$ cat config.mk
export PLATFORM = sky130hd
export DESIGN_NAME = imem_fetch_port
export DESIGN_NICKNAME = d
export VERILOG_FILES = /design/src/verilog/share_mem_pkg.sv /design/src/verilog/imem_fetch_port.sv
export SDC_FILE = /design/constraint.sdc
export NUM_CORES = 1
export LEC_CHECK = 0
export BUFFER_PORTS_ARGS = -buffer_cell sky130_fd_sc_hd__buf_2
export CAP_MARGIN = 20
export CORE_ASPECT_RATIO = 1.2
export CORE_MARGIN = 2
export CORE_UTILIZATION = 37
export CTS_CLUSTER_DIAMETER = 100
export CTS_CLUSTER_SIZE = 8
export DETAILED_ROUTE_END_ITERATION = 8
export GPL_ROUTABILITY_DRIVEN = 0
export PLACE_DENSITY = 0.73
export SETUP_SLACK_MARGIN = 0.15
export SYNTH_ARGS = -nofsm -noshare
export SYNTH_HDL_FRONTEND = slang
export SYNTH_SLANG_ARGS = --single-unit
export TNS_END_PERCENT = 30
$ cat constraint.sdc
create_clock -name clock -period 2.4 [get_ports clock]
set_clock_uncertainty 0.2 [all_clocks]
set_input_delay 0.24 -clock clock [delete_from_list [all_inputs] [get_ports clock]]
set_output_delay 0.24 -clock clock [all_outputs]
set_load 0.01 [all_outputs]
$ cat src/verilog/share_mem_pkg.sv
`default_nettype none

package share_mem_pkg;

    localparam int word_bits = 32;  // data and address width
    localparam int tag_bits  = 7;
    localparam int cmd_bits  = 5;
    localparam int typ_bits  = 3;

    // memory commands
    localparam logic [cmd_bits-1:0] cmd_load  = 5'd0;
    localparam logic [cmd_bits-1:0] cmd_store = 5'd1;

    // access size codes
    localparam logic [typ_bits-1:0] typ_b  = 3'd0;  // signed byte
    localparam logic [typ_bits-1:0] typ_h  = 3'd1;  // signed half
    localparam logic [typ_bits-1:0] typ_w  = 3'd2;
    localparam logic [typ_bits-1:0] typ_bu = 3'd4;  // unsigned byte
    localparam logic [typ_bits-1:0] typ_hu = 3'd5;  // unsigned half

    // byte address, flat or split into word index and byte offset
    typedef union packed {
        logic [word_bits-1:0] flat;
        struct packed {
            logic [word_bits-3:0] index;
            logic [1:0]           offset;
        } word;
    } byte_addr_t;

endpackage

`default_nettype wire

$ cat src/verilog/imem_fetch_port.sv
`timescale 1ns/100ps
`default_nettype none

module imem_fetch_port #(
    parameter logic [share_mem_pkg::word_bits-1:0] reset_pc = 32'd4096
) (
    input  logic                                clock,
    input  logic                                reset,
    input  logic                                imem_req_valid,
    input  logic [share_mem_pkg::word_bits-1:0] imem_req_pc,
    input  logic                                imem_resp_valid,
    input  logic                                imem_resp_ready,
    input  logic [share_mem_pkg::word_bits-1:0] fetch_word,
    output share_mem_pkg::byte_addr_t           fetch_addr,
    output logic [share_mem_pkg::word_bits-1:0] imem_resp_pc,
    output logic [share_mem_pkg::word_bits-1:0] imem_resp_data
);
    logic [share_mem_pkg::word_bits-1:0] pc_q;

    always_ff @(posedge clock) begin
        if (reset) begin
            pc_q <= reset_pc;
        end else if (imem_req_valid) begin  // request always accepted
            pc_q <= imem_req_pc;
        end else if (imem_resp_valid && imem_resp_ready) begin
            pc_q <= pc_q + 32'd4;  // next sequential instruction
        end
    end

    assign fetch_addr.flat = pc_q;
    assign imem_resp_pc    = pc_q;        // echoed with the data
    assign imem_resp_data  = fetch_word;  // word at pc, zero latency

endmodule

`default_nettype wire

## Word-level counts from Yosys, hierarchy flattened

Cells that the tools add are included.

| storage, ports and cells | value |
|---|---|
| register bits after elaboration | 32 |
| input port bits | 69 |
| logic and storage cells | 6 |

| operators by class | value |
|---|---|
| $add $sub $neg | 1 |
| mux-type cells | 2 |
| reductions and logical operators | 2 |

Operators with widths:

| cell | number |
|---|---|
| 32-bit 2-to-1 mux | 2 |
| 32-bit by 3-bit adder with 32-bit output (second input constant) | 1 |
| 2-bit nonzero test | 1 |
| 1-bit logical AND | 1 |

## Depth between registers and ports, before layout

| depth | value |
|---|---|
| depth after elaboration | 3 |
| mapped depth | 6 |

## Worst setup path after synthesis

OpenSTA, ideal clock, no wires.

| timing path | value |
|---|---|
| path kind | reg-to-reg |
| from | reg pc_q, in the netlist fetch_addr[16] |
| to | reg pc_q, in the netlist fetch_addr[26] |
| library setup time | 0.118 ns |
| arrival time | 1.930 ns |
| data required time | 2.082 ns |
| path slack | 0.152 ns |
| stages on the path, launching flop included | 6 |
| clock period less this slack | 2.248 ns |
| cells stage by stage | dfxtp_1 -> nand4_2 -> or4_1 -> buf_2 -> or4b_1 -> o2111a_1 |

| between the ends | value |
|---|---|
| word-level cells in the longest chain between the ends | 3 |

RTL lines:

| element | line | RTL |
|---|---|---|
| start, declared | imem_fetch_port.sv:18 | `logic [share_mem_pkg::word_bits-1:0] pc_q;` |
| start signal, assigned | imem_fetch_port.sv:22 | `pc_q <= reset_pc;` |
| start signal, assigned | imem_fetch_port.sv:24 | `pc_q <= imem_req_pc;` |
| start signal, assigned | imem_fetch_port.sv:26 | `pc_q <= pc_q + 32'd4;` |
| 32-bit by 3-bit adder with 32-bit output | imem_fetch_port.sv:26 |  |
| 32-bit 2-to-1 mux | imem_fetch_port.sv:25 | `end else if (imem_resp_valid && imem_resp_ready) begin` |
| 32-bit 2-to-1 mux | imem_fetch_port.sv:23 | `end else if (imem_req_valid) begin` |

No other way between the ends. The select of a mux whose other input is x is not followed.
A chain may end at the register's enable or synchronous reset.

## Worst setup path in the final report

| timing path | value |
|---|---|
| from | reg pc_q, in the netlist fetch_addr[17] |
| to | reg pc_q, in the netlist fetch_addr[26] |

Same word-level chain as after synthesis.

==> flow_summary.yaml <==
outcome:
  status: "finished, final reports clean"
timing:
  min_period_ps: 2200
  finalCritPeriodShare_pct: 91.8
  tightest_slew_ps: 445
  tns_ps: 0
  slew_headroom_pct: 70.1
  hold_viol: 0
  final-setup-viol-count: 0
  rsz0062_at_grt: "true"
  slew_violations: 0
  fmax_mhz: 454
yosys:
  synth_top_area_cell: "dfxtp_1"
  synth_seq_cells: 32
  synthTopCellsByArea: "dfxtp_1 (26%), buf_4 (20%), nand4_1 (4.1%)"
  yosys_warnings: 0
  netlist.area_leader.share_pct: 26.5
  netlist_area_sq_mm: 0.00242
  synthDistinctLibCells: 43
  synth_cells: 300
  syn-num-nets: 370
  yosysSeqAreaShare_pct: 26.5
  synth_edf_count: 0
  synthFlopType: "dfxtp_1"
  synth-async-reset-ratio_pct: 0
  synth_area_per_cell_sq_um: 8.07
critical_path:
  arrival_ps: 2190
  critPathSlowestCell: "or4_4"
  max_stage_delay_ps: 570
  worstSetupStartpointType: "flop"
  path_cells: "nand4_4 -> or4_4 -> buf_4 -> or4b_1 -> o2111a_1"
  path_class: "reg -> reg"
  path_buf_inv: 1
  cp.depth: 5
  reg2regPathDepth: 5
  endpoint_kind: "flop"
  cp_max_fo: 9
  crit_family: "simple AND/OR/NAND/NOR gates"
  crit_required_ps: 2380
clock_network:
  cts_made_buffers: 5
  clkTransAtPathRegs_ps: 70
  clk_latency_ps: 290
  cts_sinks: 32
  cts_tree: "done"
  cts_root_buffer: "clkbuf_8"
  cts-htree-levels: 2
  clockBufferDepth: 2
floorplan:
  fp.dieW_um: 77.8
  die_y_um: 92.6
  num_rows: 32
  initial_core_util_pct: 38.0
  ios: 165
  coreArea_sq_mm: 0.00637
  die_area_sq_mm: 0.00721
finish:
  syn2layout_area_growth_pct: 15.0
  drive_gt1_share_pct: 40.6
  diodes: 0
  largest_reg_flops: 32
  utilization_pct: 43.7
  final_nets: 424
detailed_routing:
  post_drt_wl_per_cell_um: 15.2
  vias_per_cell: 5.48
  first_iter_violations: 123
  dr.pass1.iters: 4
  drc: 0
  ant_nets: 0
  dr_total_vias: 2411
  wirelength_um: 6700
power_and_ir_drop:
  p_leak_nw: 1.23
  power.density_mw_per_mm2: 516
  total_power_mw: 1.44
  irDropWorstVdd_mv: 0.291
grt:
  grt_pass1_wl_um: 10400
  gr-total-overflow: 0
  grt_pass1_vias: 2129
  grt_max_degree: 26
  grt_util_all_layers_pct: 18.0
  antenna_found_initial: 0
placement:
  hpwlAfterDp_um: 4980
  portBuffers: 100
worst_hold_path:
  hold_depth: 3
  hp-class: "in -> reg"
run:
  max_cap_viol_count: 0
[cell usage in the layout (no fill, tap or decap), drive strengths merged, types with 2 or more instances in the layout]
cell	netlist	routed
nand2	15	15
nor2	25	25
or3	7	7
o31ai	8	8
and2	2	2
buf	73	126
dfxtp	32	32
mux2i	2	2
a311oi	11	11
or4	12	12
o311ai	3	3
or4b	2	2
nand4	17	17
a31oi	2	2
xor2	8	8
clkbuf	9	6
a21o	2	2
and4	5	5
nand3	17	17
o21ai	7	7
nor4	3	3
inv	3	3
xnor2	2	2
and3	9	9
dlygate4sd3	0	3
o211ai	2	2
a211oi	8	8
nor3	3	3
a32oi	3	3
[per-stage QoR]
| stage | instances | hold slack, ps | setup WS, ps | instance area [sq um] |
|---|---|---|---|---|
| after CTS | 438 | 2.41 | 163 | 2750 |
| after floorplan | 300 | 182 | 152 | 2420 |
| after global placement | 427 | 277 | 199 | 2610 |
| after detailed placement | 427 | 277 | 147 | 2610 |
| after global routing | 440 | 26.4 | 124 | 2780 |
| final | 440 | 2.18 | 197 | 2780 |
[worst reg2reg max path: cells and delay by family (launching register included)]
kind | cells | cell delay, ps
DFF | 1 | 380
buffers and inverters | 1 | 180
AOI/OAI and AO/OA | 1 | 120
and+or+nand+nor | 3 | 1220
[cells in the mapped netlist (6+ instances only)]
| library cell | number |
|---|---|
| a211oi_1 | 8 |
| a311oi_1 | 11 |
| and3_1 | 9 |
| buf_4 | 66 |
| clkbuf_1 | 8 |
| dfxtp_1 | 32 |
| nand2_1 | 15 |
| nand3_1 | 17 |
| nand4_1 | 16 |
| nor2_1 | 25 |
| o21ai_0 | 7 |
| o31ai_1 | 8 |
| or3_1 | 6 |
| or4_1 | 10 |
| xor2_1 | 8 |
[final timing paths]
kind             startpoint        endpoint  slack, ps
max reg2reg  fetch_addr[17]  fetch_addr[26]        200
max          fetch_addr[17]  fetch_addr[26]        200
min reg2reg   fetch_addr[1]   fetch_addr[1]        330
min          imem_req_pc[0]   fetch_addr[0]          2
[kinds of logic after synthesis]
group           Yosys count  synth area share, %
xor+xnor                 10                 3.62
buf+inv                  85                 25.0
fa+ha+maj                 1                0.517
mux                       2                0.827
simple gates            120                 27.9
compound gates           50                 15.7
flops                    32                 26.5
[report_power, final]
group / internal (mW) / switching [mW]
clock network: 0.308 / 0.213
registers: 0.570 / 0.0473
logic: 0.136 / 0.163
[what timing repair did]
item | CTS | global route
resized for setup | 2 | 4
endpoints found under the hold margin | 3 | 0
setup buffers | 0 | 2
hold buffers | 3 | 0
endpoints found under the setup margin | 1 | 6
pin swaps | 0 | 1
[cell type report]
cell class / instances / area (sq um)
clock inverters: 2 / 35.0
multi-input cells: 183 / 1190
repair buffers: 129 / 726
clock buffers: 6 / 72.6
inverters: 3 / 11.3
flip-flops and latches: 32 / 643
fillers: 645 / 3580
well taps: 85 / 106
[routing by layer]
metal / GRT usage [%] / vias up / part of all wire [%]
li1: - / 1159 / -
met1: 23.7 / 1131 / 44
met2: 29.3 / 109 / 47
met3: 3.61 / 12 / 6.9
met4: 6.10 / 0 / 1.4
met5: 0 / - / 0
Power figures use the tool's default switching activity.
