## src/verilog/share_mem_pkg.sv

```systemverilog
`default_nettype none

package share_mem_pkg;

    localparam int word_bits = 32;  // data and address width
    localparam int tag_bits  = 7;
    localparam int cmd_bits  = 5;
    localparam int typ_bits  = 3;

    // memory commands
    localparam logic [cmd_bits-1:0] cmd_load  = 5'd0;
    localparam logic [cmd_bits-1:0] cmd_store = 5'd1;

    // access size codes
    localparam logic [typ_bits-1:0] typ_b  = 3'd0;  // signed byte
    localparam logic [typ_bits-1:0] typ_h  = 3'd1;  // signed half
    localparam logic [typ_bits-1:0] typ_w  = 3'd2;
    localparam logic [typ_bits-1:0] typ_bu = 3'd4;  // unsigned byte
    localparam logic [typ_bits-1:0] typ_hu = 3'd5;  // unsigned half

    // byte address, flat or split into word index and byte offset
    typedef union packed {
        logic [word_bits-1:0] flat;
        struct packed {
            logic [word_bits-3:0] index;
            logic [1:0]           offset;
        } word;
    } byte_addr_t;

endpackage

`default_nettype wire

```

## src/verilog/write_compare.sv

```systemverilog
`timescale 1ns/100ps
`default_nettype none

module write_compare (
    input  logic                                clock,
    input  logic                                reset,
    input  logic                                pending_valid,
    input  logic [share_mem_pkg::cmd_bits-1:0]  held_cmd,
    input  share_mem_pkg::byte_addr_t           held_addr,
    input  logic [share_mem_pkg::word_bits-1:0] store_word,
    input  logic                                gm_wen,
    input  logic [share_mem_pkg::word_bits-1:0] gm_waddr,   // word index
    input  logic [share_mem_pkg::word_bits-1:0] gm_wdata,
    output logic                                mem_mismatch
);
    logic                                core_dirty;
    logic [share_mem_pkg::word_bits-3:0] core_index;
    logic [share_mem_pkg::word_bits-1:0] core_data;
    logic                                gm_dirty;
    logic [share_mem_pkg::word_bits-3:0] gm_index;
    logic [share_mem_pkg::word_bits-1:0] gm_data;
    logic                                core_write;

    assign core_write = pending_valid && (held_cmd == share_mem_pkg::cmd_store);

    always_ff @(posedge clock) begin
        if (reset) begin
            core_dirty <= 1'b0;
            gm_dirty   <= 1'b0;
        end else begin
            if (core_write) core_dirty <= 1'b1;  // sticky until reset
            if (gm_wen)     gm_dirty   <= 1'b1;
        end
    end

    always_ff @(posedge clock) begin
        if (core_write) begin
            core_index <= held_addr.word.index;
            core_data  <= store_word;  // already merged with old bytes
        end
        if (gm_wen) begin
            gm_index <= gm_waddr[share_mem_pkg::word_bits-3:0];
            gm_data  <= gm_wdata;
        end
    end

    // one side wrote and the other did not, or both wrote different things
    assign mem_mismatch = (core_dirty != gm_dirty) ? 1'b1 :
                          (!core_dirty) ? 1'b0 :
                          ((core_index != gm_index) || (core_data != gm_data));

endmodule

`default_nettype wire

```

## config.mk

```make
export PLATFORM = sky130hd
export DESIGN_NAME = write_compare
export DESIGN_NICKNAME = d
export VERILOG_FILES = /design/src/verilog/share_mem_pkg.sv /design/src/verilog/write_compare.sv
export SDC_FILE = /design/constraint.sdc
export NUM_CORES = 1
export LEC_CHECK = 0
export ABC_AREA = 1
export BUFFER_PORTS_ARGS = -buffer_cell sky130_fd_sc_hd__buf_2
export CAP_MARGIN = 10
export CORE_ASPECT_RATIO = 0.6
export CORE_MARGIN = 4
export CORE_UTILIZATION = 56
export DETAILED_ROUTE_END_ITERATION = 8
export GPL_ROUTABILITY_DRIVEN = 0
export PLACE_DENSITY = 0.94
export SLEW_MARGIN = 20
export SYNTH_ARGS = -nofsm -noshare
export SYNTH_HDL_FRONTEND = slang
export SYNTH_SLANG_ARGS = --single-unit
```

## constraint.sdc

```tcl
create_clock -name clock -period 3 [get_ports clock]
set_input_delay 0 -clock clock [delete_from_list [all_inputs] [get_ports clock]]
set_output_delay 0 -clock clock [all_outputs]
set_load 0.005 [all_outputs]
```

## Yosys cells after proc, flatten, opt, wreduce, memory -nomap -nowiden

Index checks and enable logic that the tools add are counted.

- Output and inout bits: 1
- Bits in registers: 126

- Multiplexer cells: 2
- Equality and inequality tests: 4
- Reduce and logical (&&, ||, !) cells: 2

Operators by type and width:

| kind | count |
|---|---|
| 32-bit inequality test | 1 |
| 30-bit inequality test | 1 |
| 5-bit by 1-bit equality test with 1-bit output, second input constant | 1 |
| 1-bit two-way mux | 2 |
| 1-bit logical AND | 1 |
| 1-bit logical OR | 1 |
| 1-bit inequality test | 1 |

## Longest topological paths before layout

- Word-level depth: 4
- Gate-level depth with buffers: 9
- Depth with buffers taken out: 9

## Worst setup path before layout

No wires, ideal clock.

- Kind: input to register
- Start point: input port held_cmd[1] (netlist bit)
- End point: register core_data[0] (netlist bit) (enable)
- Setup time: 0.416 ns
- Stages on the path: 3
- Data required time: 2.584 ns
- Data arrival time: 1.563 ns
- Path buffers: 0
- Setup slack: 1.021 ns
- Cells stage by stage: nor4_1 > nand2_1 > inv_1

- Word-level cells in the longest chain between the ends: 2

Ends and longest elaborated chain:

| item | RTL line | RTL |
|---|---|---|
| start, declared | write_compare.sv:8 | `input logic [share_mem_pkg::cmd_bits-1:0] held_cmd,` |
| 5-bit by 1-bit equality test with 1-bit output | write_compare.sv:24 | `assign core_write = pending_valid && (held_cmd == share_mem_pkg::cmd_store);` |
| 1-bit logical AND | write_compare.sv:24 |  |
| named net core_write | write_compare.sv:22 | `logic core_write;` |
| end signal, assigned | write_compare.sv:39 | `core_data <= store_word;` |
| end, declared | write_compare.sv:18 | `logic [share_mem_pkg::word_bits-1:0] core_data;` |

The timed path passes the listed nets, and every way through them passes these cells.
A chain may end at the register's enable or synchronous reset.

## Final worst setup path

- Start point: register gm_index[8] (netlist bit)
- End point: output port mem_mismatch

- Word-level cells in the longest chain between the ends: 4

Ends and longest elaborated chain:

| item | RTL line | RTL |
|---|---|---|
| start, declared | write_compare.sv:20 | `logic [share_mem_pkg::word_bits-3:0] gm_index;` |
| start signal, assigned | write_compare.sv:42 | `gm_index <= gm_waddr[share_mem_pkg::word_bits-3:0];` |
| 30-bit inequality test | write_compare.sv:50 | `((core_index != gm_index) \|\| (core_data != gm_data));` |
| 1-bit logical OR | write_compare.sv:50 |  |
| 1-bit two-way mux | write_compare.sv:49 | `(!core_dirty) ? 1'b0 :` |
| 1-bit two-way mux | write_compare.sv:48 | `assign mem_mismatch = (core_dirty != gm_dirty) ? 1'b1 :` |
| end, declared | write_compare.sv:14 | `output logic mem_mismatch` |

Every way passes these cells.

==> results.md <==
- CP Cell Sequence: nor2_1 -> nor2_1 -> nor2_1 -> nand2_1 -> nor2_1 -> nand2_1 -> nor2_1 -> a21oi_1 -> buf_2
- Initial antenna violation count: 0
- Pre-CTS setup slack: approximately 1300 ps
- # nets final: 853
- Hold Violations, Final: 0
- Io pins: 138
- CTS tree: yes
- Hold endpoint: gm_index[28]$_DFFE_PP_
- Avg WL per Cell: 17.8 um
- Reg clk slew, reported paths: about 60 ps
- Die W: roughly 130 um
- Register area share after synthesis: about three quarters
- Routed vias: ~4,200
- Synth cell types: 12
- Hold_buf cts: between 100 and 150
- Num rows: 26
- Setup Viol. Count Final: 0
- PD cells: roughly 560 nW/um^2
- WHS: 131 ps
- Maximum capacitance violations: 0
- Post-Route Utilization: a little under 90%
- Die H: ~81 um
- Max-slew headroom: 52.8%
- Slew Viols, Final: 0
- Worst r2r src: core_dirty$_SDFFE_PP0P_
- Post-Layout Cell Count: 841
- RSZ-0062 raised after global routing: false
- Fillcell total: 355
- Fin crit period: 1800 ps
- Crit Path Category: register to output port
- Slowest library cell on the worst path: edfxtp_1
- Setup crit end kind: output port
- Cell taking the most area after synthesis: edfxtp_1
- Top-area cell type share of the netlist area: around three quarters
- Number of global-route vias before repair: about 4,600
- Crit-path max FO: 2
- Worst hold path class: input port to register
- Placed insts: ~680
- Initial DRC count: around 330
- Clock latency on the worst-skew pair: 410 ps
- # DRC: 0
- Max clock buf depth: 2
- Seq cells post-synth: 126
- Synth top area cells: edfxtp_1 (75%), nand2_1 (9.2%), inv_1 (6.3%), nor2_1 (6.0%), o21ai_0 (1.3%)
- Cell seen most often among critical-path stages: nor2_1
- Inserted Clock Buffers: 17
- Area of the mapped netlist: 4980 sq um
- Largest net degree at the start of global routing: between 60 and 70
- Worst hold path startpoint: gm_wen
- Cell count after synthesis: 436
- Die area: 10,500 sq um
- Syn avg cell area: 11.4 sq um
- Max incr delay on CP: between 400 and 500 ps
- Worst reg-to-reg path cell count: 3
- Worst r2r dst: core_dirty$_SDFFE_PP0P_
- Core area: between 8000 and 9000 sq um
- CTS Sinks: 126
- Worst slew pin tran: 708 ps
- Top cells by count, synth: edfxtp_1 (124), nand2_1 (122), inv_1 (83), nor2_1 (79), o21ai_0 (13)
- GRT Resource Usage Total: 30.2%
- Ant diodes: 0
- Post-synth EDFFs: about 120
- CTS Root Cell: clkbuf_16
- DR pass1 iterations: 5
- Placed cell area: between 5000 and 6000 sq um
- Worst vdd ir: 468 uV
- Total Wirelength: around 15,000 um
- Area of the multi-input gates: 908 sq um
- Yosys warning total: 0
- Remaining antenna violation count: 0
- P&R area growth vs syn: 53.1%
- Grt ovf: 0
- Detailed Place HPWL: 7170 um
- Layout cell share with drive strength beyond 1: 22.9%
- Final Skew: 0 ps
- Worst Slack Setup Final: roughly 1200 ps
- CTS resizes: 0
- Total power: 4.31 mW
- Initial Util: 58.0%
- Worst EP arrival: 1800 ps
- CP Launch Type: register
- Storage cell area: roughly 3800 sq um
- First-pass GRT wire length: 22,900 um
- DR vias/cell: 4.96
- Critical Path RT: 3000 ps
- Max Fclk: 555 MHz
- Leakage: 3.46 nW
- Setup TNS: 0 ps
- Outcome: finished clean
- Worst Hold Depth: 2
- Number of setup buffers added after CTS: 0
- Post-synthesis async set-or-reset flop share: 0%
- Most used DFF post-synth: edfxtp_1
- Final instance area: 7630 sq um
- Syn_nets: 573
- Most common cell in the synthesized netlist: edfxtp_1
- R2R Setup Slk: 1820 ps
- Tcrit/Tclk final: 60.1%
- H-tree Lvls: 4
- I/O Buffers: 133
[worst max path at each step]
stage                            start                 endpoint  slack, ps  cells after the start
5_1_grt           gm_data[8]$_DFFE_PP_             mem_mismatch       1100                      9
2_1_floorplan              held_cmd[1]   core_data[0]$_DFFE_PP_       1020                      3
6_report         gm_index[8]$_DFFE_PP_             mem_mismatch       1200                      9
3_3_place_gp               held_cmd[1]  core_index[1]$_DFFE_PP_       1350                      5
4_1_cts        core_data[17]$_DFFE_PP_             mem_mismatch       1270                      9
3_5_place_dp               held_cmd[1]  core_index[1]$_DFFE_PP_       1320                      5
[placed cells by master, fill, tap and decap left out, types with 3 or more instances in the layout]
cell and instances:
xor2_1 3, o21ai_0 13, clkinv_4 3, edfxtp_1 124, xnor2_1 3, clkbuf_16 17
nand2_1 122, dlygate4sd3_1 126, inv_6 6, buf_2 133, nor2_1 79, clkinv_2 3
inv_1 82
[kinds of logic after synthesis]
family                    count (synthesis)  share of synthesized area [%]
and+or+nand+nor                         204                           15.5
DFF                                     126                           75.5
buffers and inverters                    83                           6.25
AOI/OAI and AO/OA                        17                           1.71
xor gates and xnor gates                  6                           1.05
[registers in the layout, summed over array words and instances (netlist names)]
| name | count |
|---|---|
| core_data | 32 |
| core_dirty | 1 |
| core_index | 30 |
| gm_data | 32 |
| gm_dirty | 1 |
| gm_index | 30 |
[worst max-delay path: cells and delay by family, from the launching register on]
family,cells,cell delay [ps]
AND/OR/NAND/NOR,7,770
flip-flops,1,420
buffers and inverters,1,130
AO/OA/AOI/OAI,1,70
[area by class of cell]
type                       instances  area share, %
sequential                       126           49.3
clock buffer                      17           5.58
inverter                          83           4.08
clock inverter                    15           1.48
tap                              112           1.84
multi-input combinational        227           11.9
timing repair buffer             261           25.8
[per-layer routing]
layer  up-vias  GRT usage [%]  share of wire (%)
li1       1951              -                  -
met1      1931           33.0                 36
met2       247           55.5                 52
met3        45           8.02                8.8
met4         0           13.9                3.1
met5         -              0                  0
[power by group]
| part | leakage [nW] | switching, mW | internal, mW |
|---|---|---|---|
| Sequential | 1.18 | 0.0443 | 2.02 |
| Clock | 0.263 | 0.807 | 1.07 |
| Combinational | 2.02 | 0.155 | 0.211 |
| Total | 3.46 | 1.01 | 3.30 |
(Power assumes the default switching activity.)
