### config.mk
export PLATFORM = sky130hd
export DESIGN_NAME = dmem_req_pipeline
export DESIGN_NICKNAME = d
export VERILOG_FILES = /design/src/verilog/share_mem_pkg.sv /design/src/verilog/dmem_req_pipeline.sv
export SDC_FILE = /design/constraint.sdc
export NUM_CORES = 1
export LEC_CHECK = 0
export BUFFER_PORTS_ARGS = -buffer_cell sky130_fd_sc_hd__buf_2
export CORE_ASPECT_RATIO = 0.7
export CORE_UTILIZATION = 45
export CTS_CLUSTER_DIAMETER = 120
export DETAILED_ROUTE_END_ITERATION = 8
export HOLD_SLACK_MARGIN = 0.02
export PLACE_DENSITY = 0.72
export SLEW_MARGIN = 20
export SYNTH_ARGS = -nofsm -noshare
export SYNTH_HDL_FRONTEND = slang
export SYNTH_SLANG_ARGS = --single-unit
### constraint.sdc
create_clock -name clock -period 3.48 [get_ports clock]
set_input_delay 0.696 -clock clock [delete_from_list [all_inputs] [get_ports clock]]
set_output_delay 0.696 -clock clock [all_outputs]
set_load 0.05 [all_outputs]
### src/verilog/share_mem_pkg.sv
`default_nettype none

package share_mem_pkg;

    localparam int word_bits = 32;  // data and address width
    localparam int tag_bits  = 7;
    localparam int cmd_bits  = 5;
    localparam int typ_bits  = 3;

    // memory commands
    localparam logic [cmd_bits-1:0] cmd_load  = 5'd0;
    localparam logic [cmd_bits-1:0] cmd_store = 5'd1;

    // access size codes
    localparam logic [typ_bits-1:0] typ_b  = 3'd0;  // signed byte
    localparam logic [typ_bits-1:0] typ_h  = 3'd1;  // signed half
    localparam logic [typ_bits-1:0] typ_w  = 3'd2;
    localparam logic [typ_bits-1:0] typ_bu = 3'd4;  // unsigned byte
    localparam logic [typ_bits-1:0] typ_hu = 3'd5;  // unsigned half

    // byte address, flat or split into word index and byte offset
    typedef union packed {
        logic [word_bits-1:0] flat;
        struct packed {
            logic [word_bits-3:0] index;
            logic [1:0]           offset;
        } word;
    } byte_addr_t;

endpackage

`default_nettype wire

### src/verilog/dmem_req_pipeline.sv
`timescale 1ns/100ps
`default_nettype none

module dmem_req_pipeline (
    input  logic                                clock,
    input  logic                                reset,
    input  logic                                dmem_req_valid,
    input  logic                                dmem_req_ready,
    input  logic [share_mem_pkg::word_bits-1:0] dmem_req_addr,
    input  logic [share_mem_pkg::tag_bits-1:0]  dmem_req_tag,
    input  logic [share_mem_pkg::cmd_bits-1:0]  dmem_req_cmd,
    input  logic [share_mem_pkg::typ_bits-1:0]  dmem_req_typ,
    input  logic                                dmem_kill,
    input  logic [share_mem_pkg::word_bits-1:0] dmem_s1_data,
    input  logic                                resp_grant,
    output logic                                dmem_s2_nack,
    output logic                                dmem_replay_next,
    output logic                                dmem_ordered,
    output logic                                dmem_resp_valid,
    output logic                                dmem_resp_replay,
    output logic                                pending_valid,
    output share_mem_pkg::byte_addr_t           held_addr,
    output logic [share_mem_pkg::tag_bits-1:0]  held_tag,
    output logic [share_mem_pkg::cmd_bits-1:0]  held_cmd,
    output logic [share_mem_pkg::typ_bits-1:0]  held_typ,
    output logic [share_mem_pkg::word_bits-1:0] held_data
);
    logic stage1_valid;
    logic stage2_valid;
    logic ordered_d1;
    logic ordered_d2;
    logic s1_next;    // next-state valids
    logic s2_next;
    logic pend_next;
    logic s2_accept;  // stage 2 survives into pending

    logic [share_mem_pkg::word_bits-1:0] s1_addr;
    logic [share_mem_pkg::tag_bits-1:0]  s1_tag;
    logic [share_mem_pkg::cmd_bits-1:0]  s1_cmd;
    logic [share_mem_pkg::typ_bits-1:0]  s1_typ;
    logic [share_mem_pkg::word_bits-1:0] s2_addr;
    logic [share_mem_pkg::tag_bits-1:0]  s2_tag;
    logic [share_mem_pkg::cmd_bits-1:0]  s2_cmd;
    logic [share_mem_pkg::typ_bits-1:0]  s2_typ;
    logic [share_mem_pkg::word_bits-1:0] s2_data;

    assign s1_next   = dmem_req_valid & dmem_req_ready;
    assign s2_next   = stage1_valid & ~dmem_kill;  // kill seen in stage 1 only
    assign s2_accept = stage2_valid & ~dmem_s2_nack;
    // new request wins over the response clearing the slot
    assign pend_next = s2_accept | (pending_valid & ~dmem_resp_valid);

    // slot busy, or ordering lost two cycles back
    assign dmem_s2_nack = stage2_valid & ((pending_valid & ~dmem_resp_valid) | ~ordered_d2);
    assign dmem_replay_next = pending_valid & ~dmem_resp_valid & resp_grant;
    // low when two in-flight slots would fill at once
    assign dmem_ordered = ~((s1_next & s2_next) | (s2_next & pend_next) |
                            (s1_next & pend_next));
    assign dmem_resp_replay = dmem_resp_valid;  // every response is a replay

    always_ff @(posedge clock) begin
        if (reset) begin
            stage1_valid    <= 1'b0;
            stage2_valid    <= 1'b0;
            pending_valid   <= 1'b0;
            dmem_resp_valid <= 1'b0;
            ordered_d1      <= 1'b0;
            ordered_d2      <= 1'b0;
        end else begin
            stage1_valid    <= s1_next;
            stage2_valid    <= s2_next;
            pending_valid   <= pend_next;
            dmem_resp_valid <= dmem_replay_next;  // one cycle behind replay
            ordered_d1      <= dmem_ordered;
            ordered_d2      <= ordered_d1;
        end
    end

    // request fields follow the valids
    always_ff @(posedge clock) begin
        s1_addr <= dmem_req_addr;
        s1_tag  <= dmem_req_tag;
        s1_cmd  <= dmem_req_cmd;
        s1_typ  <= dmem_req_typ;
        s2_addr <= s1_addr;
        s2_tag  <= s1_tag;
        s2_cmd  <= s1_cmd;
        s2_typ  <= s1_typ;
        s2_data <= dmem_s1_data;  // store data arrives a cycle late
        if (s2_accept) begin
            held_addr.flat <= s2_addr;
            held_tag       <= s2_tag;
            held_cmd       <= s2_cmd;
            held_typ       <= s2_typ;
            held_data      <= s2_data;
        end
    end

endmodule

`default_nettype wire

[Word-level counts from Yosys, hierarchy flattened]
Cells that the tools add are included.
Operators by class
  bitwise operators: 18
Operator list (count)
  bitwise AND 1 bit: 9
  NOT 1 bit: 5
  bitwise OR 1 bit: 4
Word-level totals
  bits in registers: 211
  output and inout bits: 85

[Longest topological paths before layout]
Gate-level depths: netlist of run 1.
  depth in word-level cells: 11
  gate-level depth with buffers: 3
  mapped depth without buffers: 3

[Worst setup path before layout of run 1]
Ideal clock, no wire load.
  path kind: register to register
  start point: register dmem_resp_valid (netlist: dmem_resp_replay)
  end point: register held_addr[0] (netlist name) (enable)
  arrival time: 2828 ps
  required time: 3034 ps
  setup slack: 206 ps
  cell stages (with the launch flop): 3
  buffers on the path: 0
  path through: dfxtp_1 -> nand2b_4 -> and3_1
On the way
  cells in the longest elaborated chain, start to end: 6
Ends and longest elaborated chain
  start: declaration: line dmem_req_pipeline.sv:19  | output logic dmem_resp_valid,
  start signal: assignment: line dmem_req_pipeline.sv:73  | dmem_resp_valid <= dmem_replay_next;
  NOT 1 bit: line dmem_req_pipeline.sv:54  | assign dmem_s2_nack = stage2_valid & ((pending_valid & ~dmem_resp_valid) | ~ordered_d2);
  bitwise AND 1 bit: line dmem_req_pipeline.sv:54
  bitwise OR 1 bit: line dmem_req_pipeline.sv:54
  bitwise AND 1 bit: line dmem_req_pipeline.sv:54
  NOT 1 bit: line dmem_req_pipeline.sv:49  | assign s2_accept = stage2_valid & ~dmem_s2_nack;
  bitwise AND 1 bit: line dmem_req_pipeline.sv:49
  via s2_accept: line dmem_req_pipeline.sv:35  | logic s2_accept;
  end: declaration: line dmem_req_pipeline.sv:22  | output share_mem_pkg::byte_addr_t held_addr,
The timed path passes the listed nets, and every way through them passes these cells.
A chain may end at the register's enable or synchronous reset.

[Final worst setup path of run 1]
  start point: register dmem_resp_valid (netlist: dmem_resp_replay)
  end point: output port dmem_ordered
On the way
  cells in the longest elaborated chain, start to end: 11
Ends and longest elaborated chain
  NOT 1 bit (*): line dmem_req_pipeline.sv:51, dmem_req_pipeline.sv:54
  bitwise AND 1 bit (*): line dmem_req_pipeline.sv:51, dmem_req_pipeline.sv:54
  bitwise OR 1 bit: line dmem_req_pipeline.sv:54
  bitwise AND 1 bit: line dmem_req_pipeline.sv:54
  NOT 1 bit: line dmem_req_pipeline.sv:49
  bitwise AND 1 bit: line dmem_req_pipeline.sv:49
  bitwise OR 1 bit (*): line dmem_req_pipeline.sv:51  | assign pend_next = s2_accept | (pending_valid & ~dmem_resp_valid);
  bitwise AND 1 bit: line dmem_req_pipeline.sv:57  | assign dmem_ordered = ~((s1_next & s2_next) | (s2_next & pend_next) |
  bitwise OR 1 bit: line dmem_req_pipeline.sv:57
  bitwise OR 1 bit (*): line dmem_req_pipeline.sv:57
  NOT 1 bit (*): line dmem_req_pipeline.sv:57
  end: declaration: line dmem_req_pipeline.sv:18  | output logic dmem_ordered,
Every way passes the cells marked *; elsewhere a longest branch is shown, timed or not.

==> results of run 1 <==
[worst max-delay path: stages (launching register included)]
cell	delay [ns]
dfxtp_1	0.34
nand2b_4	0.18
a31oi_4	0.10
nor2_1	0.09
buf_2	0.26
[cell type report]
type,count,area [µm²]
multi-input cells,16,120
flip-flops and latches,211,5010
well taps,153,191
clock inverters,4,50.0
repair buffers,169,846
fillers,819,4280
inverters,1,3.75
clock buffers,29,543
[layer usage]
metal / track usage [%] / part of all wire (%)
met3: 6.25 / 13
met1: 13.9 / 41
met2: 20.2 / 44
met5: 0 / 0
met4: 3.39 / 2.1
[metrics by stage]
| step | area [µm²] | power [W] |
|---|---|---|
| after floorplan | 5140 | 0.00273 |
| after global routing | 6770 | 0.00483 |
| after CTS | 6770 | 0.00473 |
| final | 6770 | 0.00467 |
| after global placement | 6180 | 0.00278 |
| after detailed placement | 6180 | 0.00279 |
[power groups by stage]
stage | sequential, W | combinational, W | clock, W
after floorplan | 0.00272 | 0.00000686 | 0
after global placement | 0.00271 | 0.0000672 | 0
after detailed placement | 0.00272 | 0.0000688 | 0
after CTS | 0.00266 | 0.0000696 | 0.00200
after global routing | 0.00267 | 0.0000741 | 0.00209
final | 0.00266 | 0.0000683 | 0.00194
[cells in the mapped netlist (all sizes together)]
master / instances
nor3: 2
buf: 1
nor2: 4
nand2: 2
and3: 1
inv: 1
nor2b: 1
dfxtp: 132
a31oi: 1
a21boi: 1
a21oi: 2
edfxtp: 79
nand2b: 2
[cells by family (layout without fill, tap and decap cells)]
logic type	count (synthesis)	after routing	synth area share (%)
compound gates	4	4	0.827
flops	211	211	97.5
simple gates	12	12	1.41
buf+inv	2	203	0.219
[final timing paths]
kind,end,slack [ns],depth (start not counted)
setup / recovery,dmem_ordered,1.35,4
hold / removal,s2_addr[14]$_DFF_P_,0.32,0
hold reg to reg,s2_addr[14]$_DFF_P_,0.32,0
setup reg to reg,held_data[25]$_DFFE_PP_,1.61,2
[sequential cells by signal (all words and copies together) (netlist names), 5 cells and up]
register,count
s1_cmd,5
s2_cmd,5
held_addr,32
s2_addr,32
s2_data,32
s1_tag,7
s2_tag,7
held_tag,7
held_cmd,5
held_data,32
s1_addr,32
[cell usage in the layout (no fill, tap or decap), types with 2 or more instances in the layout]
master      count
clkbuf_8        3
nor2_1          4
clkbuf_16      19
clkinvlp_4      2
buf_2         169
dfxtp_1       132
edfxtp_1       79
clkbuf_1        7
==> results.rst, run 1 <==
.. list-table::
   :header-rows: 1

   * - Metric
     - Value
   * - Register area share after synthesis
     - 97.5%
   * - Total congestion overflow
     - 0
   * - GP Congestion
     - 0.674
   * - Antenna violations before repair
     - 0
   * - Area share of the largest cell type after synthesis
     - about 51%
   * - Total die area
     - 11900 µm²
   * - Overall fraction of global-route tracks in use
     - between 10% and 20%
   * - Number of unique standard cell types used by synthesis
     - 17
   * - Mapped Cells
     - around 230
   * - Placed cells
     - 550
   * - Core area
     - about 11000 µm²
   * - Fraction of layout cells with a size suffix above 1
     - 46.7%
   * - Combinational group share of total power
     - around 1.5%
   * - Clock Pin Slew Worst Setup and Hold Paths
     - approximately 0.060 ns
   * - Global-route wire length before repair
     - around 11000 µm
   * - Count of TritonRoute iterations in the first routing pass
     - 4
   * - Internal power
     - between 0.003 and 0.004 W
   * - Number of non-filler instances in the completed layout
     - about 580
   * - Count of buffers from port buffering
     - 169
   * - Mean instance size in the synthesized netlist
     - roughly 22 µm²
   * - Worst hold slack across all endpoints
     - ~0.32 ns
   * - Fraction of power consumed by the clock network
     - between 40% and 50%
   * - Post-synthesis net count
     - ~310
   * - Die Ht
     - 91.4 µm
   * - Post-synthesis cell type with the largest combined area
     - dfxtp_1
   * - Setup repair after global routing missed its margin
     - no
   * - Mapped cell area
     - 5140 µm²
   * - Leading post-synthesis cells by cell area
     - dfxtp_1 51%, edfxtp_1 46%, a31oi_4 0.41%
   * - Max Cap Violations
     - 0
   * - Routed WL
     - between 7000 and 8000 µm
   * - Power per cell area
     - a little under 700 nW/µm²
   * - Via count
     - roughly 2400
   * - Detailed router's first-iteration violation count
     - 90
   * - Detailed-route DRC error count
     - 0
   * - Layout Skew
     - roughly 0.0061 ns
   * - Type of the worst min-delay path
     - reg2reg
   * - Reg-to-Reg Start
     - dmem_resp_replay$_SDFF_PP0_
   * - Total inserted antenna cells
     - 0
   * - Max-slew violation count
     - 0
   * - Net Sw Power
     - 0.000843 W
   * - Number of buffers on the longest clock path
     - 3
   * - Number of buffers added by the clock tree synthesis step
     - 19
   * - HPWL after DPL
     - about 5100 µm
   * - Worst EP required
     - approximately 2.8 ns
   * - Total Negative Setup Slacks
     - 0 ns
   * - Horiz. Die Dim
     - between 100 and 150 µm
   * - Insertion delay to the later sink of the worst-skew pair
     - ~0.46 ns
   * - Switching Fraction
     - a little under a fifth
   * - Setup crit start kind
     - flop
   * - Source of the worst hold timing path
     - s1_addr[14]$_DFF_P_
   * - Total Nets Final
     - slightly above 500
   * - Count of standard-cell rows
     - 32
   * - FMAX
     - roughly 470 MHz
   * - Number of antenna-violating nets in the routed design
     - 0
   * - Placement-stage worst setup slack
     - 1.37 ns
   * - Buffers inserted during post-CTS setup optimization
     - 0
   * - Post-cts gate resize count
     - 0
   * - Maximum number of pins on one net before global-route repair
     - 80
   * - Run status
     - finished clean
   * - Highest net fanout along the worst path
     - 7
   * - Worst max-slew margin expressed relative to the limit
     - ~30%
   * - Peak supply drop
     - roughly 0.46 mV
   * - Via count normalized by instance count
     - a little over 4
   * - CTS root buffer
     - clkbuf_16
   * - Number of buffers inserted by hold repair at cts
     - 0
   * - Fin crit share
     - 61.1%
   * - Signal arrival time at the worst endpoint
     - 1.43 ns
   * - Post-detailed-route wirelength per cell
     - 13.0 µm
   * - Number of global-route vias before repair
     - between 2000 and 2500
   * - Setup ws final
     - about 1.4 ns
   * - Leakage power of the design
     - 2.81 nW
   * - Clock sinks
     - approximately 210
   * - Count of endpoints failing hold in the final timing report
     - 0
   * - Crit path from
     - dmem_resp_replay$_SDFF_PP0_
   * - Starting utilization of the core area
     - 46.5%
   * - Setup-violating endpoint count in the final report
     - 0
   * - Maximum level of the CTS H-tree
     - 1
   * - Layout Area Growth over Synthesis
     - 31.7%
   * - Final Core Density
     - about three fifths
   * - Reg power frac
     - approximately 57%
   * - Crit Path Category
     - reg2out
   * - Flip-flop and latch count after synthesis
     - between 200 and 250
   * - Yosys warnings
     - 0
   * - Slew at the pin closest to its max-slew limit
     - 1.06 ns
   * - Final critical-path required period
     - 2.13 ns
   * - TritonCTS clock tree
     - yes
   * - I/O pin total
     - 170
   * - Critical Path End Type
     - primary output
Power figures use the tool's default switching activity.
==> inputs of run 2 (changes only) <==
CORE_UTILIZATION = 44   (was 45)
PLACE_DENSITY = 0.74   (was 0.72)
clock period = 1.91 ns   (was 3.48 ns; I/O delays follow)
==> results.rst, run 2 (same netlist as run 1, synthesis figures left out) <==
.. list-table::
   :header-rows: 1

   * - Metric
     - Value
   * - Max Cap Violations
     - 0 (unchanged)
   * - Count of endpoints failing hold in the final timing report
     - 0 (unchanged)
   * - Overall fraction of global-route tracks in use
     - 15.6% (was 12.2%)
   * - Die Ht
     - 92.4 µm (was 91.4 µm)
   * - Post-detailed-route wirelength per cell
     - 13.9 µm (was 13.0 µm)
   * - Total Nets Final
     - 583 (was 503)
   * - TritonCTS clock tree
     - yes (unchanged)
   * - Fill cell total of the finished layout
     - 758 (was 819)
   * - Total congestion overflow
     - 0 (unchanged)
   * - Crit Path Category
     - reg2out (unchanged)
   * - Core area
     - 11200 µm² (was 11100 µm²)
   * - Sequential standard cell area
     - 5020 µm² (was 5010 µm²)
   * - Setup-violating endpoint count in the final report
     - 0 (unchanged)
   * - Detailed-route DRC error count
     - 0 (unchanged)
   * - Number of global-route vias before repair
     - 2857 (was 2323)
   * - Maximum level of the CTS H-tree
     - 1 (unchanged)
   * - Count of standard-cell rows
     - 32 (unchanged)
   * - Signal arrival time at the worst endpoint
     - 1.43 ns (about the same)
   * - Global-route wire length before repair
     - 14400 µm (was 11100 µm)
   * - Count of buffers from port buffering
     - 169 (unchanged)
   * - Via count normalized by instance count
     - 4.11 (was 4.10)
   * - Type of the worst min-delay path
     - in2reg (was reg2reg)
   * - Insertion delay to the later sink of the worst-skew pair
     - 0.47 ns (was 0.46 ns)
   * - Power per cell area
     - 1160 nW/µm² (was 690 nW/µm²)
   * - Number of antenna-violating nets in the routed design
     - 0 (unchanged)
   * - Layout Skew
     - 0.0124 ns (was 0.00613 ns)
   * - Number of non-filler instances in the completed layout
     - 664 (was 583)
   * - Total Negative Setup Slacks
     - 0 ns (unchanged)
   * - Total power of the final layout
     - 0.00885 W (was 0.00467 W)
   * - Final Core Density
     - 68.2% (was 61.3%)
   * - Setup crit start kind
     - flop (unchanged)
   * - Most frequent standard cell in the layout excluding fill and tap cells
     - buf_2 (unchanged)
   * - Worst EP required
     - 1.53 ns (was 2.78 ns)
   * - Critical Path End Type
     - primary output (unchanged)
   * - Leakage power of the design
     - 3.19 nW (was 2.81 nW)
   * - Layout Area Growth over Synthesis
     - 48.6% (was 31.7%)
   * - Total die area
     - 12100 µm² (was 11900 µm²)
   * - Count of TritonRoute iterations in the first routing pass
     - 4 (unchanged)
   * - Clock sinks
     - 211 (unchanged)
   * - Placed cells
     - 552 (was 550)
   * - Maximum number of pins on one net before global-route repair
     - 44 (was 80)
   * - Max-slew violation count
     - 0 (unchanged)
   * - Setup repair after global routing missed its margin
     - no (unchanged)
   * - Number of buffers added by the clock tree synthesis step
     - 19 (unchanged)
   * - FMAX
     - 552 MHz
   * - GP Congestion
     - 0.795 (was 0.674)
   * - Fraction of layout cells with a size suffix above 1
     - 40.9% (was 46.7%)
   * - Routed WL
     - 9260 µm (was 7590 µm)
   * - Antenna violations before repair
     - 0 (unchanged)
   * - Via count
     - 2729 (was 2390)
   * - Total inserted antenna cells
     - 0 (unchanged)
   * - R2R Setup Slk
     - 0.57 ns (was 1.61 ns)
   * - Detailed router's first-iteration violation count
     - 97 (was 90)
   * - Slew at the pin closest to its max-slew limit
     - 0.271 ns (was 1.06 ns)
   * - Horiz. Die Dim
     - 131 µm (was 130 µm)
   * - Fin crit share
     - 94.9%
   * - Starting utilization of the core area
     - 45.9% (was 46.5%)
   * - CTS root buffer
     - clkbuf_16 (unchanged)
   * - Final critical-path required period
     - between 1.5 and 2 ns
   * - Commonest cells after routing, fill and taps aside
     - 168 x buf_2, 131 x dfxtp_1, 79 x edfxtp_1 (was 169 x buf_2, 132 x dfxtp_1, 79 x edfxtp_1)
   * - I/O pin total
     - 170 (unchanged)
   * - HPWL after DPL
     - 5260 µm (was 5090 µm)
   * - Clock Pin Slew Worst Setup and Hold Paths
     - 0.06 ns (about the same)
   * - Highest net fanout along the worst path
     - 7 (unchanged)
   * - Number of buffers on the longest clock path
     - 3 (unchanged)
   * - Worst max-slew margin expressed relative to the limit
     - 82.1% (was 29.6%)
   * - Area of combinational cells with multiple inputs
     - 126 µm² (was 120 µm²)
   * - Peak supply drop
     - 0.878 mV (was 0.465 mV)
   * - Setup ws final
     - 0.0969 ns (was 1.35 ns)
   * - Placement-stage worst setup slack
     - 0.434 ns (was 1.37 ns)
   * - Run status
     - finished clean (unchanged)
==> run 2: where the power goes <==
| part | total, W | internal [W] | switching (W) |
|---|---|---|---|
| clock | 0.00374 | 0.00222 | 0.00152 |
| sequential | 0.00485 | 0.00481 | 0.0000384 |
| combinational | 0.000259 | 0.000172 | 0.0000865 |
==> run 2: critical path, cell delays in order, from the launching register on <==
cell	delay (ns)
dfxtp_2	0.32
nand2b_4	0.18
a21oi_2	0.18
nor2_2	0.06
clkbuf_4	0.21
==> run 2: timing repair <==
item                                   CTS  global route
setup endpoints to repair                0             1
hold buffers                            78             0
endpoints found under the hold margin   78             0
buffers inserted                         0             0
gates resized for setup                  0             1
==> run 2: cell type report <==
cell class              count  share of cell area (%)
repair buffers            249                    21.8
clock buffers              27                    7.43
clock inverters             7                   0.868
well taps                 153                    2.51
multi-input cells          16                    1.65
flip-flops and latches    211                    65.6
inverters                   1                  0.0491
==> run 2: layer usage <==
metal  wire [µm]  global-route usage, %  vias to the layer above
met4         199                   4.90                        0
li1            -                      -                     1334
met5           0                      0                        -
met1        3890                   18.5                     1235
met3         865                   6.29                       23
met2        4300                   26.0                      137
==> run 2: per-stage QoR <==
step / instance area [µm²] / hold WS [ns]
global placement: 6220 / 0.310
floorplan: 5150 / 0.310
global route: 7640 / 0.0205
detailed placement: 6220 / 0.312
finish: 7640 / 0.0455
CTS: 7640 / 0.0246
==> run 2: final timing paths <==
check                                 end  depth (start not counted)                         from
setup / recovery             dmem_ordered                          4  dmem_resp_replay$_SDFF_PP0_
hold / removal        s2_data[13]$_DFF_P_                          1             dmem_s1_data[13]
setup reg to reg  held_addr[27]$_DFFE_PP_                          3  dmem_resp_replay$_SDFF_PP0_
hold reg to reg         s2_cmd[1]$_DFF_P_                          0            s1_cmd[1]$_DFF_P_
==> inputs of run 3 (changes only) <==
CELL_PAD_IN_SITES_DETAIL_PLACEMENT = 1   (was default)
CELL_PAD_IN_SITES_GLOBAL_PLACEMENT = 2   (was default)
CORE_UTILIZATION = 31   (was 44)
PLACE_DENSITY = default   (was 0.74)
PLACE_DENSITY_LB_ADDON = 0.1   (was default)
==> results.rst, run 3 (same netlist as run 1, synthesis figures left out) <==
.. list-table::
   :header-rows: 1

   * - Metric
     - Value
   * - Starting utilization of the core area
     - 32.5% (was 45.9%)
   * - Maximum level of the CTS H-tree
     - 1 (unchanged)
   * - Slew at the pin closest to its max-slew limit
     - 0.468 ns (was 0.271 ns)
   * - Crit path from
     - dmem_resp_replay$_SDFF_PP0_ (unchanged)
   * - Layout Skew
     - 0.0113 ns (was 0.0124 ns)
   * - Max Cap Violations
     - 0 (unchanged)
   * - Antenna violations before repair
     - 0 (unchanged)
   * - Fraction of layout cells with a size suffix above 1
     - 40.4% (was 40.9%)
   * - Routed WL
     - 9430 µm (was 9260 µm)
   * - Total Negative Setup Slacks
     - 0 ns (unchanged)
   * - Overall fraction of global-route tracks in use
     - 11.2% (was 15.6%)
   * - Max-slew violation count
     - 0 (unchanged)
   * - Fraction of power consumed by the clock network
     - 43.2% (was 42.3%)
   * - Type of the worst min-delay path
     - in2reg (unchanged)
   * - Detailed router's first-iteration violation count
     - 128 (was 97)
   * - Run status
     - finished clean (unchanged)
   * - Detailed-route DRC error count
     - 0 (unchanged)
   * - Via count normalized by instance count
     - 3.74 (was 4.11)
   * - Number of antenna-violating nets in the routed design
     - 0 (unchanged)
   * - Setup crit start kind
     - flop (unchanged)
   * - Total power of the final layout
     - 0.00898 W (was 0.00885 W)
   * - Power per cell area
     - 1160 nW/µm² (about the same)
   * - Number of buffers on the longest clock path
     - 3 (unchanged)
   * - Switching Fraction
     - 18.5% (was 18.6%)
   * - Internal power
     - 0.00731 W (was 0.00721 W)
   * - Via count
     - 2740 (was 2729)
   * - Crit Path Category
     - reg2out (unchanged)
   * - Number of buffers added by the clock tree synthesis step
     - 20 (was 19)
   * - Core area
     - 15800 µm² (was 11200 µm²)
   * - Final critical-path required period
     - 1.80 ns (was 1.81 ns)
   * - Global-route wire length before repair
     - 14500 µm (was 14400 µm)
   * - Critical Path End Type
     - primary output (unchanged)
   * - Reg power frac
     - 54.0% (was 54.8%)
   * - Count of endpoints failing hold in the final timing report
     - 0 (unchanged)
   * - Sequential standard cell area
     - 5020 µm² (about the same)
   * - Total die area
     - 17100 µm² (was 12100 µm²)
   * - Fill cell total of the finished layout
     - 1554 (was 758)
   * - Most frequent standard cell in the layout excluding fill and tap cells
     - buf_2 (unchanged)
   * - Worst max-slew margin expressed relative to the limit
     - 68.8% (was 82.1%)
   * - Total Nets Final
     - 584 (was 583)
   * - Worst hold slack across all endpoints
     - 0.156 ns (was 0.0455 ns)
   * - TritonCTS clock tree
     - yes (unchanged)
   * - Number of global-route vias before repair
     - 2789 (was 2857)
   * - Buffers inserted during post-CTS setup optimization
     - 0 (unchanged)
   * - Setup-violating endpoint count in the final report
     - 0 (unchanged)
   * - Slowest stage delay, CP
     - 0.32 ns (about the same)
   * - CTS root buffer
     - clkbuf_16 (unchanged)
   * - Clock sinks
     - 211 (unchanged)
   * - Clock Pin Slew Worst Setup and Hold Paths
     - 0.06 ns (about the same)
   * - Signal arrival time at the worst endpoint
     - 1.42 ns (was 1.43 ns)
   * - Worst EP required
     - 1.53 ns (about the same)
   * - Leakage power of the design
     - 3.19 nW (about the same)
   * - Slowest library cell on the worst path
     - dfxtp_2 (unchanged)
   * - Count of standard-cell rows
     - 38 (was 32)
   * - HPWL after DPL
     - 5770 µm (was 5260 µm)
   * - Commonest cells after routing, fill and taps aside
     - 168 x buf_2, 130 x dfxtp_1, 79 x edfxtp_1, 79 x dlygate4sd3_1, 21 x clkbuf_16 (was 168 x buf_2, 131 x dfxtp_1, 79 x edfxtp_1)
   * - Die Ht
     - 110 µm (was 92.4 µm)
   * - Area of combinational cells with multiple inputs
     - 134 µm² (was 126 µm²)
   * - FMAX
     - 556 MHz (was 552 MHz)
   * - Cell class contributing the biggest share of worst-path delay
     - flip-flops (unchanged)
   * - Source of the worst hold timing path
     - resp_grant (was dmem_s1_data[13])
   * - Total inserted antenna cells
     - 0 (unchanged)
   * - Reg-to-Reg Start
     - dmem_resp_replay$_SDFF_PP0_ (unchanged)
   * - Maximum number of pins on one net before global-route repair
     - 80 (was 44)
   * - Setup repair after global routing missed its margin
     - no (unchanged)
   * - GP Congestion
     - 0.687 (was 0.795)
   * - Layout Area Growth over Synthesis
     - 50.6% (was 48.6%)
   * - Count of buffers from port buffering
     - 169 (unchanged)
   * - Fin crit share
     - 94.1% (was 94.9%)
   * - Net Sw Power
     - 0.00167 W (was 0.00165 W)
   * - Count of TritonRoute iterations in the first routing pass
     - 4 (unchanged)
   * - I/O pin total
     - 170 (unchanged)
   * - Highest net fanout along the worst path
     - 7 (unchanged)
   * - Post-detailed-route wirelength per cell
     - 12.9 µm (was 13.9 µm)
   * - Total congestion overflow
     - 0 (unchanged)
   * - Horiz. Die Dim
     - 156 µm (was 131 µm)
   * - Insertion delay to the later sink of the worst-skew pair
     - 0.48 ns (was 0.47 ns)
   * - Combinational group share of total power
     - 2.8% (was 2.9%)
   * - CP Cell Sequence
     - nand2b_4 -> a21oi_4 -> nor2_2 -> clkbuf_4 (was nand2b_4 -> a21oi_2 -> nor2_2 -> clkbuf_4)
   * - Peak supply drop
     - 0.720 mV (was 0.878 mV)
   * - Number of buffers and inverters on the critical path
     - 1 (unchanged)
run 3: changes by cell type in the layout (fill, tap and decap cells not counted), sizes merged:
cell / delta
clkinvlp: +1
dlygate4sd3: +1
inv: -1
clkbuf: +1
buf: -1
bufinv: +1
run 3: path summary, 6_finish.rpt:
| path | endpoint | slack (ns) | cells after the start |
|---|---|---|---|
| max | dmem_ordered | 0.11 | 4 |
| max reg2reg | held_data[10]$_DFFE_PP_ | 0.39 | 3 |
| min | dmem_resp_replay$_SDFF_PP0_ | 0.16 | 3 |
| min reg2reg | s2_addr[21]$_DFF_P_ | 0.32 | 0 |
run 3: area by class of cell:
| cell class | instances | area share, % |
|---|---|---|
| well taps | 220 | 3.55 |
| clock buffers | 28 | 7.25 |
| flip-flops and latches | 211 | 64.8 |
| repair buffers | 249 | 21.4 |
| clock inverters | 8 | 1.20 |
| multi-input cells | 16 | 1.73 |
| inverters | 1 | 0.0485 |
run 3: routing by layer:
layer / global-route usage [%] / vias up / share of wire [%]
met5: 0 / - / 0
met3: 5.44 / 22 / 11
li1: - / 1329 / -
met1: 13.8 / 1266 / 43
met4: 4.13 / 0 / 2.4
met2: 16.9 / 123 / 43
run 3: stage by stage:
step | setup slack [ns] | utilization (%) | instances | area (µm²)
2_1_floorplan | 0.0442 | - | 229 | 5150
3_3_place_gp | 0.449 | 39.7 | 618 | 6290
3_5_place_dp | 0.425 | 39.7 | 618 | 6290
4_1_cts | 0.0452 | 48.8 | 733 | 7730
5_1_grt | 0.00794 | 48.9 | 733 | 7740
6_report | 0.113 | 48.9 | 733 | 7740
run 3: worst reg2reg max path, delay by kind of cell (launching register included):
kind | cells | cell delay (ns)
buf+inv | 1 | 0.35
simple gates | 2 | 0.40
flops | 1 | 0.33
run 3: power groups by stage:
stage                     sequential, W  combinational, W  clock [W]
final                           0.00485          0.000255    0.00388
after global routing            0.00486          0.000280    0.00423
after CTS                       0.00485          0.000256    0.00402
after detailed placement        0.00495          0.000128          0
after global placement          0.00494          0.000122          0
after floorplan                 0.00495         0.0000129          0
run 3: repair_timing:
action / 4_1_cts / 5_1_grt
setup endpoints to repair: 0 / 1
hold buffers: 79 / 0
resized for setup: 0 / 3
hold endpoints to repair: 79 / 0
